[config.mk]
export PLATFORM = sky130hd
export DESIGN_NAME = io_subsystem_top
export DESIGN_NICKNAME = d
export VERILOG_FILES = /design/src/periph_pkg.sv /design/src/reg_bus_if.sv /design/src/tick_generator.sv /design/src/bus_decoder.sv /design/src/board_io_regs.sv /design/src/countdown_timer.sv /design/src/relay_pwm.sv /design/src/event_controller.sv /design/src/io_subsystem_top.sv
export SDC_FILE = /design/constraint.sdc
export NUM_CORES = 1
export LEC_CHECK = 0
export ABC_AREA = 1
export BUFFER_PORTS_ARGS = -buffer_cell sky130_fd_sc_hd__buf_2
export CAP_MARGIN = 20
export CORE_UTILIZATION = 50
export CTS_CLUSTER_DIAMETER = 40
export CTS_CLUSTER_SIZE = 40
export DETAILED_ROUTE_END_ITERATION = 12
export PLACE_DENSITY = 0.67
export SETUP_SLACK_MARGIN = 0.02
export SYNTH_ARGS = -nofsm -noshare
export SYNTH_HDL_FRONTEND = slang
export SYNTH_SLANG_ARGS = --single-unit
[constraint.sdc]
create_clock -name sysclk -period 2 [get_ports sysclk]
set_input_delay 0.1 -clock sysclk [delete_from_list [all_inputs] [get_ports sysclk]]
set_output_delay 0.1 -clock sysclk [all_outputs]
set_load 0.005 [all_outputs]
[src/periph_pkg.sv]
`default_nettype none

package periph_pkg;

    // register address as seen on the processor port.
    typedef logic [3:0] reg_addr_t;

    localparam int NUM_REGS = 10;

    // register map, DR_ is read/write and SR_ is read only.
    localparam reg_addr_t DR_LEDS           = 4'd0;
    localparam reg_addr_t SR_KEYS           = 4'd1;
    localparam reg_addr_t DR_ANMUX_CTRL     = 4'd2;
    localparam reg_addr_t DR_USTIMER0       = 4'd3;
    localparam reg_addr_t DR_MSTIMER0       = 4'd4;
    localparam reg_addr_t DR_MSTIMER1       = 4'd5;
    localparam reg_addr_t DR_POWER_DUTY     = 4'd6;
    localparam reg_addr_t DR_SOFT_EVENT     = 4'd7;
    localparam reg_addr_t SR_EVENT_PRIORITY = 4'd8;
    localparam reg_addr_t DR_EVENT_ENABLE   = 4'd9;

    // tick divisors, 50 MHz sysclk.
    localparam int SYSCLK_PER_US  = 50;
    localparam int US_PER_MS      = 1000;
    localparam int US_COUNT_WIDTH = $clog2(SYSCLK_PER_US);
    localparam int MS_COUNT_WIDTH = $clog2(US_PER_MS);
    typedef logic [US_COUNT_WIDTH-1:0] us_count_t;
    typedef logic [MS_COUNT_WIDTH-1:0] ms_count_t;

    // relay pwm, 50 us period gives 20 kHz.
    localparam int PWM_PERIOD      = 50;
    localparam int PWM_DUTY_WIDTH  = 6;
    localparam int PWM_PHASE_WIDTH = $clog2(PWM_PERIOD);
    typedef logic [PWM_PHASE_WIDTH-1:0] pwm_phase_t;
    typedef logic [PWM_DUTY_WIDTH-1:0] pwm_duty_t;

    // event indices, most urgent first.
    localparam int NUM_EVENTS     = 13;
    localparam int EV_INDEX_WIDTH = $clog2(NUM_EVENTS + 1);
    typedef logic [EV_INDEX_WIDTH-1:0] ev_index_t;
    localparam int EV_ZERO       = 0;
    localparam int EV_POWER_LOST = 1;
    localparam int EV_USTIMER0   = 2;
    localparam int EV_MSTIMER0   = 3;
    localparam int EV_MSTIMER1   = 4;
    localparam int EV_KEY0       = 5;
    localparam int EV_KEY1       = 6;
    localparam int EV_IGN_OFF    = 7;
    localparam int EV_IGN_ON     = 8;
    localparam int EV_SOFT0      = 9;
    localparam int EV_SOFT1      = 10;
    localparam int EV_SOFT2      = 11;
    localparam int EV_SOFT3      = 12;
    localparam int EV_NONE       = 13;

    // soft-event register bit positions.
    localparam int EVENT_RESET_BIT = 15;
    localparam int SCOPE_LSB       = 13;

    // power register, written as a duty and read back as a status word.
    typedef struct packed {
        logic [15:PWM_DUTY_WIDTH] ignored;
        pwm_duty_t                duty;
    } power_wr_t;

    typedef struct packed {
        logic [7:0] zero;
        logic       ign_off;
        logic       power_lost;
        pwm_duty_t  duty;
    } power_rd_t;

    typedef union packed {
        power_wr_t wr;
        power_rd_t rd;
    } power_reg_u;

endpackage

`default_nettype wire

[src/reg_bus_if.sv]
`default_nettype none

// flat register bus between the address decoder and the peripherals.
interface reg_bus_if;

    // write data shared by every register.
    logic [15:0] load_data;

    // one-hot strobes, one bit per register address.
    logic [periph_pkg::NUM_REGS-1:0] load;
    logic [periph_pkg::NUM_REGS-1:0] read;

    // readback word per address, each peripheral drives its own entries.
    logic [15:0] rdata [periph_pkg::NUM_REGS];

    modport decoder (
        output load_data,
        output load,
        output read,
        input  rdata
    );

    modport periph (
        input  load_data,
        input  load,
        input  read,
        output rdata
    );

endinterface

`default_nettype wire

[src/tick_generator.sv]
`default_nettype none

module tick_generator (
    input  logic sysclk,
    input  logic reset,
    input  logic halt,
    output logic us_tick,
    output logic ms_tick
);

    periph_pkg::us_count_t us_count;
    periph_pkg::ms_count_t ms_count;

    // cascaded dividers, ms counter only advances on us wrap.
    // halt stops the us counter, so both freeze together.
    always_ff @(posedge sysclk) begin
        if (reset) begin
            us_count <= '0;
            ms_count <= '0;
            us_tick  <= 1'b0;
            ms_tick  <= 1'b0;
        end else begin
            us_tick <= 1'b0;
            ms_tick <= 1'b0;
            if (!halt) begin
                if (us_count == periph_pkg::us_count_t'(periph_pkg::SYSCLK_PER_US - 1)) begin
                    us_count <= '0;
                    us_tick  <= 1'b1;
                    // ms pulse lands on the same cycle as its us pulse.
                    if (ms_count == periph_pkg::ms_count_t'(periph_pkg::US_PER_MS - 1)) begin
                        ms_count <= '0;
                        ms_tick  <= 1'b1;
                    end else begin
                        ms_count <= ms_count + 1'b1;
                    end
                end else begin
                    us_count <= us_count + 1'b1;
                end
            end
        end
    end

endmodule

`default_nettype wire

[src/bus_decoder.sv]
`default_nettype none

module bus_decoder (
    input  logic                  sysclk,
    input  logic                  reset,
    input  periph_pkg::reg_addr_t reg_addr,
    input  logic                  reg_write,
    input  logic                  reg_read,
    input  logic [15:0]           reg_wdata,
    output logic [15:0]           reg_rdata,
    reg_bus_if.decoder            bus
);

    logic addr_valid;

    // addresses 10 to 15 are unmapped.
    assign addr_valid = (reg_addr < periph_pkg::reg_addr_t'(periph_pkg::NUM_REGS));

    // write data goes to every register, the load strobe picks one.
    assign bus.load_data = reg_wdata;

    // one-hot strobes.
    always_comb begin
        bus.load = '0;
        bus.read = '0;
        if (addr_valid) begin
            bus.load[reg_addr] = reg_write;
            bus.read[reg_addr] = reg_read;
        end
    end

    // readback is combinational from the address.
    // does not depend on reg_read.
    always_comb begin
        reg_rdata = 16'h0000;
        if (addr_valid) begin
            reg_rdata = bus.rdata[reg_addr];
        end
    end

endmodule

`default_nettype wire

[src/board_io_regs.sv]
`default_nettype none

module board_io_regs (
    input  logic       sysclk,
    input  logic       reset,
    input  logic [1:0] key,
    input  logic       power_lost,
    input  logic       ignition_switch_off,
    output logic [7:0] leds,
    output logic [3:0] anmux_ctrl,
    output logic [1:0] scope,
    output logic [3:0] soft_events,
    output logic       event_soft_reset,
    output logic       power_lost_sync,
    output logic       ign_off_sync,
    reg_bus_if.periph  bus
);

    logic [6:0]  led_reg;
    logic [3:0]  anmux_reg;
    logic [15:0] soft_event_reg;
    logic        power_lost_meta;
    logic        ign_off_meta;

    // writable registers.
    always_ff @(posedge sysclk) begin
        if (reset) begin
            led_reg        <= '0;
            anmux_reg      <= '0;
            soft_event_reg <= '0;
        end else begin
            if (bus.load[periph_pkg::DR_LEDS]) begin
                led_reg <= bus.load_data[6:0];
            end
            if (bus.load[periph_pkg::DR_ANMUX_CTRL]) begin
                anmux_reg <= bus.load_data[3:0];
            end
            if (bus.load[periph_pkg::DR_SOFT_EVENT]) begin
                soft_event_reg <= bus.load_data;
            end
        end
    end

    // two-flop synchronizers for the off-chip inputs.
    always_ff @(posedge sysclk) begin
        if (reset) begin
            power_lost_meta <= 1'b0;
            power_lost_sync <= 1'b0;
            ign_off_meta    <= 1'b0;
            ign_off_sync    <= 1'b0;
        end else begin
            power_lost_meta <= power_lost;
            power_lost_sync <= power_lost_meta;
            ign_off_meta    <= ignition_switch_off;
            ign_off_sync    <= ign_off_meta;
        end
    end

    // led 7 lights while the ignition is on.
    assign leds       = {~ign_off_sync, led_reg};
    assign anmux_ctrl = anmux_reg;

    // soft-event bits fan out to scope pins, events and controller reset.
    assign scope            = soft_event_reg[periph_pkg::SCOPE_LSB + 1:periph_pkg::SCOPE_LSB];
    assign soft_events      = soft_event_reg[3:0];
    assign event_soft_reset = soft_event_reg[periph_pkg::EVENT_RESET_BIT];

    // readback.
    assign bus.rdata[periph_pkg::DR_LEDS]       = {9'h000, led_reg};
    assign bus.rdata[periph_pkg::SR_KEYS]       = {14'h0000, key};
    assign bus.rdata[periph_pkg::DR_ANMUX_CTRL] = {12'h000, anmux_reg};
    assign bus.rdata[periph_pkg::DR_SOFT_EVENT] = soft_event_reg;

endmodule

`default_nettype wire

[src/countdown_timer.sv]
`default_nettype none

module countdown_timer (
    input  logic        sysclk,
    input  logic        reset,
    input  logic        load,
    input  logic        tick,
    input  logic [15:0] data_in,
    output logic [15:0] count,
    output logic        expired
);

    // load wins over a tick on the same cycle.
    // the count sticks at zero until reloaded.
    always_ff @(posedge sysclk) begin
        if (reset) begin
            count <= 16'h0000;
        end else if (load) begin
            count <= data_in;
        end else if (tick && (count != 16'h0000)) begin
            count <= count - 16'd1;
        end
    end

    // level, stays high until the next load.
    assign expired = (count == 16'h0000);

endmodule

`default_nettype wire

[src/relay_pwm.sv]
`default_nettype none

module relay_pwm (
    input  logic      sysclk,
    input  logic      reset,
    input  logic      us_tick,
    input  logic      power_lost_sync,
    input  logic      ign_off_sync,
    reg_bus_if.periph bus,
    output logic      pwm_out
);

    periph_pkg::pwm_duty_t  duty;
    periph_pkg::pwm_phase_t phase;
    periph_pkg::power_reg_u wr_view;
    periph_pkg::power_reg_u rd_view;

    // only the duty field of a write is kept.
    assign wr_view = bus.load_data;

    always_ff @(posedge sysclk) begin
        if (reset) begin
            duty <= '0;
        end else if (bus.load[periph_pkg::DR_POWER_DUTY]) begin
            duty <= wr_view.wr.duty;
        end
    end

    // phase counts down once per microsecond, then reloads.
    always_ff @(posedge sysclk) begin
        if (reset) begin
            phase <= periph_pkg::pwm_phase_t'(periph_pkg::PWM_PERIOD - 1);
        end else if (us_tick) begin
            if (phase == '0) begin
                phase <= periph_pkg::pwm_phase_t'(periph_pkg::PWM_PERIOD - 1);
            end else begin
                phase <= phase - 1'b1;
            end
        end
    end

    // registered so the relay pin is glitch free.
    // duty 0 never matches, duty >= period always matches.
    always_ff @(posedge sysclk) begin
        if (reset) begin
            pwm_out <= 1'b0;
        end else begin
            pwm_out <= (int'(phase) < int'(duty));
        end
    end

    // status readback.
    always_comb begin
        rd_view               = '0;
        rd_view.rd.ign_off    = ign_off_sync;
        rd_view.rd.power_lost = power_lost_sync;
        rd_view.rd.duty       = duty;
    end

    assign bus.rdata[periph_pkg::DR_POWER_DUTY] = rd_view;

endmodule

`default_nettype wire

[src/event_controller.sv]
`default_nettype none

module event_controller (
    input  logic                             sysclk,
    input  logic                             reset,
    input  logic                             soft_reset,
    input  logic [periph_pkg::NUM_EVENTS-1:0] event_signals,
    reg_bus_if.periph                        bus
);

    logic [periph_pkg::NUM_EVENTS-1:0] enable_mask;
    logic [periph_pkg::NUM_EVENTS-1:0] pending;
    periph_pkg::ev_index_t             next_priority;
    periph_pkg::ev_index_t             ev_priority;

    // enable mask, all events on after either reset.
    always_ff @(posedge sysclk) begin
        if (reset || soft_reset) begin
            enable_mask <= '1;
        end else if (bus.load[periph_pkg::DR_EVENT_ENABLE]) begin
            enable_mask <= bus.load_data[periph_pkg::NUM_EVENTS-1:0];
        end
    end

    assign pending = event_signals & enable_mask;

    // lowest set index wins.
    // scan from the top so the last hit is the most urgent.
    always_comb begin
        next_priority = periph_pkg::ev_index_t'(periph_pkg::EV_NONE);
        for (int i = periph_pkg::NUM_EVENTS - 1; i >= 0; i--) begin
            if (pending[i]) begin
                next_priority = periph_pkg::ev_index_t'(i);
            end
        end
    end

    // one cycle from event change to readback.
    // keeps tracking during soft reset, only the mask is forced.
    always_ff @(posedge sysclk) begin
        if (reset) begin
            ev_priority <= periph_pkg::ev_index_t'(periph_pkg::EV_NONE);
        end else begin
            ev_priority <= next_priority;
        end
    end

    // readback.
    assign bus.rdata[periph_pkg::SR_EVENT_PRIORITY] =
        {{(16 - periph_pkg::EV_INDEX_WIDTH){1'b0}}, ev_priority};
    assign bus.rdata[periph_pkg::DR_EVENT_ENABLE] =
        {{(16 - periph_pkg::NUM_EVENTS){1'b0}}, enable_mask};

endmodule

`default_nettype wire

[src/io_subsystem_top.sv]
`default_nettype none

module io_subsystem_top (
    input  logic                  sysclk,
    input  logic                  reset,
    input  logic                  halt,
    input  periph_pkg::reg_addr_t reg_addr,
    input  logic                  reg_write,
    input  logic                  reg_read,
    input  logic [15:0]           reg_wdata,
    input  logic [1:0]            key,
    input  logic                  power_lost,
    input  logic                  ignition_switch_off,
    output logic [15:0]           reg_rdata,
    output logic [7:0]            leds,
    output logic [3:0]            anmux_ctrl,
    output logic [1:0]            scope,
    output logic                  power_relay_pwm
);

    logic                              us_tick;
    logic                              ms_tick;
    logic                              power_lost_sync;
    logic                              ign_off_sync;
    logic [3:0]                        soft_events;
    logic                              event_soft_reset;
    logic                              ustimer0_expired;
    logic                              mstimer0_expired;
    logic                              mstimer1_expired;
    logic [periph_pkg::NUM_EVENTS-1:0] event_signals;

    reg_bus_if bus ();

    tick_generator i_ticks (
        .sysclk  (sysclk),
        .reset   (reset),
        .halt    (halt),
        .us_tick (us_tick),
        .ms_tick (ms_tick)
    );

    bus_decoder i_decoder (
        .sysclk    (sysclk),
        .reset     (reset),
        .reg_addr  (reg_addr),
        .reg_write (reg_write),
        .reg_read  (reg_read),
        .reg_wdata (reg_wdata),
        .reg_rdata (reg_rdata),
        .bus       (bus.decoder)
    );

    board_io_regs i_board_io (
        .sysclk              (sysclk),
        .reset               (reset),
        .key                 (key),
        .power_lost          (power_lost),
        .ignition_switch_off (ignition_switch_off),
        .leds                (leds),
        .anmux_ctrl          (anmux_ctrl),
        .scope               (scope),
        .soft_events         (soft_events),
        .event_soft_reset    (event_soft_reset),
        .power_lost_sync     (power_lost_sync),
        .ign_off_sync        (ign_off_sync),
        .bus                 (bus.periph)
    );

    // microsecond timer.
    countdown_timer ustimer0 (
        .sysclk  (sysclk),
        .reset   (reset),
        .load    (bus.load[periph_pkg::DR_USTIMER0]),
        .tick    (us_tick),
        .data_in (bus.load_data),
        .count   (bus.rdata[periph_pkg::DR_USTIMER0]),
        .expired (ustimer0_expired)
    );

    // millisecond timers.
    countdown_timer mstimer0 (
        .sysclk  (sysclk),
        .reset   (reset),
        .load    (bus.load[periph_pkg::DR_MSTIMER0]),
        .tick    (ms_tick),
        .data_in (bus.load_data),
        .count   (bus.rdata[periph_pkg::DR_MSTIMER0]),
        .expired (mstimer0_expired)
    );

    countdown_timer mstimer1 (
        .sysclk  (sysclk),
        .reset   (reset),
        .load    (bus.load[periph_pkg::DR_MSTIMER1]),
        .tick    (ms_tick),
        .data_in (bus.load_data),
        .count   (bus.rdata[periph_pkg::DR_MSTIMER1]),
        .expired (mstimer1_expired)
    );

    relay_pwm i_relay_pwm (
        .sysclk          (sysclk),
        .reset           (reset),
        .us_tick         (us_tick),
        .power_lost_sync (power_lost_sync),
        .ign_off_sync    (ign_off_sync),
        .bus             (bus.periph),
        .pwm_out         (power_relay_pwm)
    );

    // event vector, index 0 is the most urgent.
    // slot 0 is tied low, it would mask everything else.
    assign event_signals[periph_pkg::EV_ZERO]       = 1'b0;
    assign event_signals[periph_pkg::EV_POWER_LOST] = power_lost_sync;
    assign event_signals[periph_pkg::EV_USTIMER0]   = ustimer0_expired;
    assign event_signals[periph_pkg::EV_MSTIMER0]   = mstimer0_expired;
    assign event_signals[periph_pkg::EV_MSTIMER1]   = mstimer1_expired;
    assign event_signals[periph_pkg::EV_KEY0]       = key[0];
    assign event_signals[periph_pkg::EV_KEY1]       = key[1];
    assign event_signals[periph_pkg::EV_IGN_OFF]    = ign_off_sync;
    assign event_signals[periph_pkg::EV_IGN_ON]     = ~ign_off_sync;
    assign event_signals[periph_pkg::EV_SOFT0]      = soft_events[0];
    assign event_signals[periph_pkg::EV_SOFT1]      = soft_events[1];
    assign event_signals[periph_pkg::EV_SOFT2]      = soft_events[2];
    assign event_signals[periph_pkg::EV_SOFT3]      = soft_events[3];

    event_controller i_events (
        .sysclk        (sysclk),
        .reset         (reset),
        .soft_reset    (event_soft_reset),
        .event_signals (event_signals),
        .bus           (bus.periph)
    );

endmodule

`default_nettype wire

Word-level counts from Yosys, hierarchy flattened
Cells that the tools add are included.
{"block": "word_totals", "ff_bits": 127, "input_bits": 29}
{"block": "classes", "n_addsub": 6, "order_cmp": 5, "n_eq_ne": 2, "mux": 31, "bitwise": 6, "reduce_logical": 19}
{"cell": "16-bit two-way mux", "count": 9}
{"cell": "16-bit binary-select mux with 4-bit select", "count": 1}
{"cell": "16-bit zero test", "count": 3}
{"cell": "16-bit nonzero test", "count": 3}
{"cell": "16-bit by 1-bit subtractor with 16-bit output, second input constant", "count": 3}
{"cell": "4-bit two-way mux", "count": 8}
{"cell": "10-bit two-way mux", "count": 2}
{"cell": "13-bit bitwise AND", "count": 1}
{"cell": "3-bit two-way mux", "count": 4}
{"cell": "6-bit two-way mux", "count": 2}
{"cell": "10-bit by 1-bit adder with 10-bit output, second input constant", "count": 1}
{"cell": "10-bit bitwise AND", "count": 1}
{"cell": "10-bit equality test, second input constant", "count": 1}
{"cell": "6-bit by 1-bit adder with 6-bit output, second input constant", "count": 1}
{"cell": "6-bit equality test, second input constant", "count": 1}
{"cell": "6-bit zero test", "count": 1}
{"cell": "6-bit < comparator", "count": 1}
{"cell": "2-bit nonzero test", "count": 3}
{"cell": "3-bit OR reduction", "count": 2}
{"cell": "6-bit by 1-bit subtractor with 6-bit output, second input constant", "count": 1}
{"cell": "5-bit greater-or-equal comparator, second input constant", "count": 1}
{"cell": "4-bit by 5-bit < comparator with 1-bit output, second input constant", "count": 1}
{"cell": "4-bit inverter with 5-bit output", "count": 1}
{"cell": "1-bit demux with 4-bit select", "count": 1}
{"cell": "other kinds (8)", "count": 16}

Depth between registers and ports, before layout
{"block": "logic_depth", "depth_word": 15, "mapped_depth": 12}

Worst setup path after synthesis
OpenSTA, ideal clock, no wires.
{"block": "synth_timing", "path_kind": "register to register", "from": "register mstimer0.count[0]", "to": "register mstimer0.count[8]", "arrival_ps": 1306, "t_required_ps": 1872, "path_slack_ps": 567, "stages_incl_launch_ff": 12, "n_path_buf": 1, "path_cell_list": "dfxtp_1 > inv_1 > ha_1 > nand2_1 > nor2_1 > nand2_1 > nand2_2 > buf_4 > nand3_1 > nand2_1 > nor2_1 > nor2_1"}
{"block": "synth_via", "elab_chain_len": 3}
{"element": "from (decl)", "line": "countdown_timer.sv:9", "text": "output logic [15:0] count,"}
{"element": "from (signal assigned)", "line": "countdown_timer.sv:19", "text": "count <= data_in;"}
{"element": "from (signal assigned)", "line": "countdown_timer.sv:21", "text": "count <= count - 16'd1;"}
{"element": "16-bit by 1-bit subtractor with 16-bit output or 16-bit nonzero test (tied branches)", "line": "countdown_timer.sv:21, countdown_timer.sv:20"}
{"element": "16-bit two-way mux or 1-bit logical AND (tied branches)", "line": "countdown_timer.sv:20", "text": "end else if (tick && (count != 16'h0000)) begin"}
{"element": "16-bit two-way mux or 2-bit nonzero test (tied branches)"}
Parallel ways exist; a longest one is shown, timed or not. The select of a mux whose other input is x is not followed.
A chain may end at the register's enable or synchronous reset.

Worst setup path after layout
{"block": "layout_timing", "from": "register mstimer0.count[0]", "to": "register mstimer0.count[1]"}
Same word-level chain as after synthesis.

==> key figures <==
Setup path
  • Crit path max fanout: 15
  • Endpoint class of the critical path: flop
  • Crit path launch type: flop
  • WS Path Type: reg -> reg
  • Req. time, crit path: between 2 and 2.5 ns
  • Worst reg-to-reg path cell count: 9
  • Crit path DAT: a little over 2 ns

Finish
  • Post-Layout Cell Count: 1,468
  • Fin nets: 1,316
  • Core Util, Final: 0.591
  • P&R area growth vs syn: 14.3%
  • # diodes: 0
  • Share of layout cells above drive strength 1: 0.114
  • Most frequent cells in the layout: 326 x nand2_1, 221 x nor2_1, 127 x dfxtp_1
  • Most common cell after layout, fill and taps aside: nand2_1

Drt
  • # DRC: 8
  • First-pass iteration count of the detailed router: 10
  • WL per Instance: between 15 and 20 µm
  • Detailed-route via count: 8,050
  • Vias per cell: 5.48
  • Post-route ant nets: 0
  • Post-Route WL: roughly 24 mm
  • Iter 0 DRT Violations: 1,019

Floorplanning
  • Cell Rows: 44
  • Die Span Y: 125 µm
  • IO Pins: 60
  • Core Footprint: 0.0146 mm²
  • Die Span X: 125 µm
  • Die area: 0.0156 mm²
  • Initial core utilization: 0.517

Clock network
  • # H-tree levels: 4
  • Total clock sinks: 127
  • Clk buf depth: 2
  • Post-CTS Setup Bufs: 0
  • Clk_lat worst skew: 0.43 ns
  • TritonCTS Buffers: 17
  • Clk pin slew, worst setup/hold paths: 0.06 ns
  • CTS tree: done
  • Root buf cell: clkbuf_16

Yosys
  • Yosys cell types: 42
  • Area leader, netlist: dfxtp_1
  • Syn avg cell area: 6.24 µm²
  • Post-synthesis sequential area ratio: 0.336
  • Synth warn: 0
  • Area contributors post-synth: dfxtp_1 34%, nand2_1 16%, nor2_1 11%
  • Synthesized instance count: 1,213
  • Cell area after synthesis: 0.00757 mm²
  • Synth top area share: 0.336
  • Post-synth net total: roughly 1,300
  • Flops & latches, synth: approximately 130

Run status
  • Status: finished with violations
  • Failing checks: design-rule violations

Pwr
  • Power Density: 745 mW/mm²
  • Peak supply drop: ~660 µV
  • Leak pwr: 4.08 nW

Min path
  • Worst hold path type: in -> reg
  • Worst Hold Path Cells: 3

Timing
  • Final worst path period need: roughly 1.8 ns
  • Fin Clk Skew: 0.00627 ns
  • Final hold vios: 0
  • Setup TNS: 0 ns
  • Final setup fails: 0
  • RSZ-0062 raised after global routing: false
  • Fmax: 567 MHz
  • Final WS setup: roughly 0.24 ns
  • Pins Over Slew Limit: 0
  • Period utilization: 0.882
  • Max transition margin: 0.647
  • Least-Margin Pin Slew: approximately 0.52 ns

GRT
  • First-pass GRT wire length: 38.8 mm
  • Vias in the first global route: 7,201
  • Total track usage: 0.319
  • Initial antenna violation count: 0
  • Gr ovfl total: 0
  • Largest net degree at the start of global routing: 58

Place
  • GP Congestion: 0.964
  • Pre-CTS WS: ~0.20 ns
  • Placed Instances: 1,432
  • Port Buf Inserts: 58
  • HPWL after DPL: between 15 and 20 mm

Run
  • Max_cap viols: 0
cells by family after synthesis:
| family | share of synthesized area |
|---|---|
| AOI/OAI and AO/OA | 0.137 |
| xor gates and xnor gates | 0.0231 |
| adders and majority gates | 0.0265 |
| buffers and inverters | 0.0956 |
| DFF | 0.336 |
| and+or+nand+nor | 0.382 |
power breakdown:
group | switching (mW) | internal, mW
sequential | 0.0423 | 2.58
clock | 1.24 | 1.82
combinational | 0.522 | 0.247
total | 1.80 | 4.64
worst paths after layout:
path,slack (ns),end,startpoint
worst max-delay path,0.24,mstimer0.count[1],mstimer0.count[0]
worst min-delay path,0.02,i_events.enable_mask[10],reg_wdata[10]
worst max register to register,0.24,mstimer0.count[1],mstimer0.count[0]
worst min register to register,0.40,i_board_io.power_lost_sync,i_board_io.power_lost_meta
critical path: stages (launching register included):
cell and delay, ns:
dfxtp_1 0.32, inv_1 0.14, ha_1 0.22, nand2_1 0.08, nor2_1 0.10, nand2_1 0.14, nand2_4 0.22, nand2_1 0.22
nand2_1 0.13, a21oi_1 0.06
stage by stage:
stage | instance area (µm²) | total power, mW | hold WS, ns
global route | 8650 | 6.66 | 0.0216
floorplan | 7570 | 3.17 | 0.207
CTS | 8640 | 6.44 | 0.00278
finish | 8650 | 6.44 | 0.0162
global placement | 8030 | 3.41 | 0.302
detailed placement | 8030 | 3.42 | 0.310
final cells by class:
| type | instances | area (µm²) |
|---|---|---|
| Tap cell | 184 | 230 |
| Clock buffer | 21 | 470 |
| Inverter | 124 | 468 |
| Fill cell | 1504 | 6000 |
| Clock inverter | 11 | 106 |
| Multi-Input combinational cell | 915 | 4310 |
| Sequential cell | 127 | 2540 |
| Timing Repair Buffer | 86 | 523 |
timing repair:
action | CTS | global route
hold endpoints to repair | 4 | 0
hold buffers | 4 | 0
gates resized for setup | 0 | 1
setup endpoints to repair | 0 | 7
cell usage after synthesis (all sizes together):
master / count
a21oi: 68
nand2: 333
nor2: 226
a32oi: 2
nand3: 103
o21ai: 76
and3: 1
a22oi: 3
inv: 123
dfxtp: 127
or2: 2
clkbuf: 17
nand3b: 1
o22ai: 13
and2: 1
xor2: 16
ha: 16
nand4: 11
o2111ai: 4
nor3b: 2
xnor2: 4
nor3: 13
a211oi: 2
o221ai: 9
buf: 30
clkinv: 1
o211ai: 8
o21bai: 1
layer usage:
metal	track usage	part of all wire	up-vias
met5	0	0	-
met1	0.444	0.46	3635
met4	0.115	0.027	0
met3	0.0633	0.083	51
li1	-	-	4025
met2	0.487	0.43	339
Power figures use the tool's default switching activity.
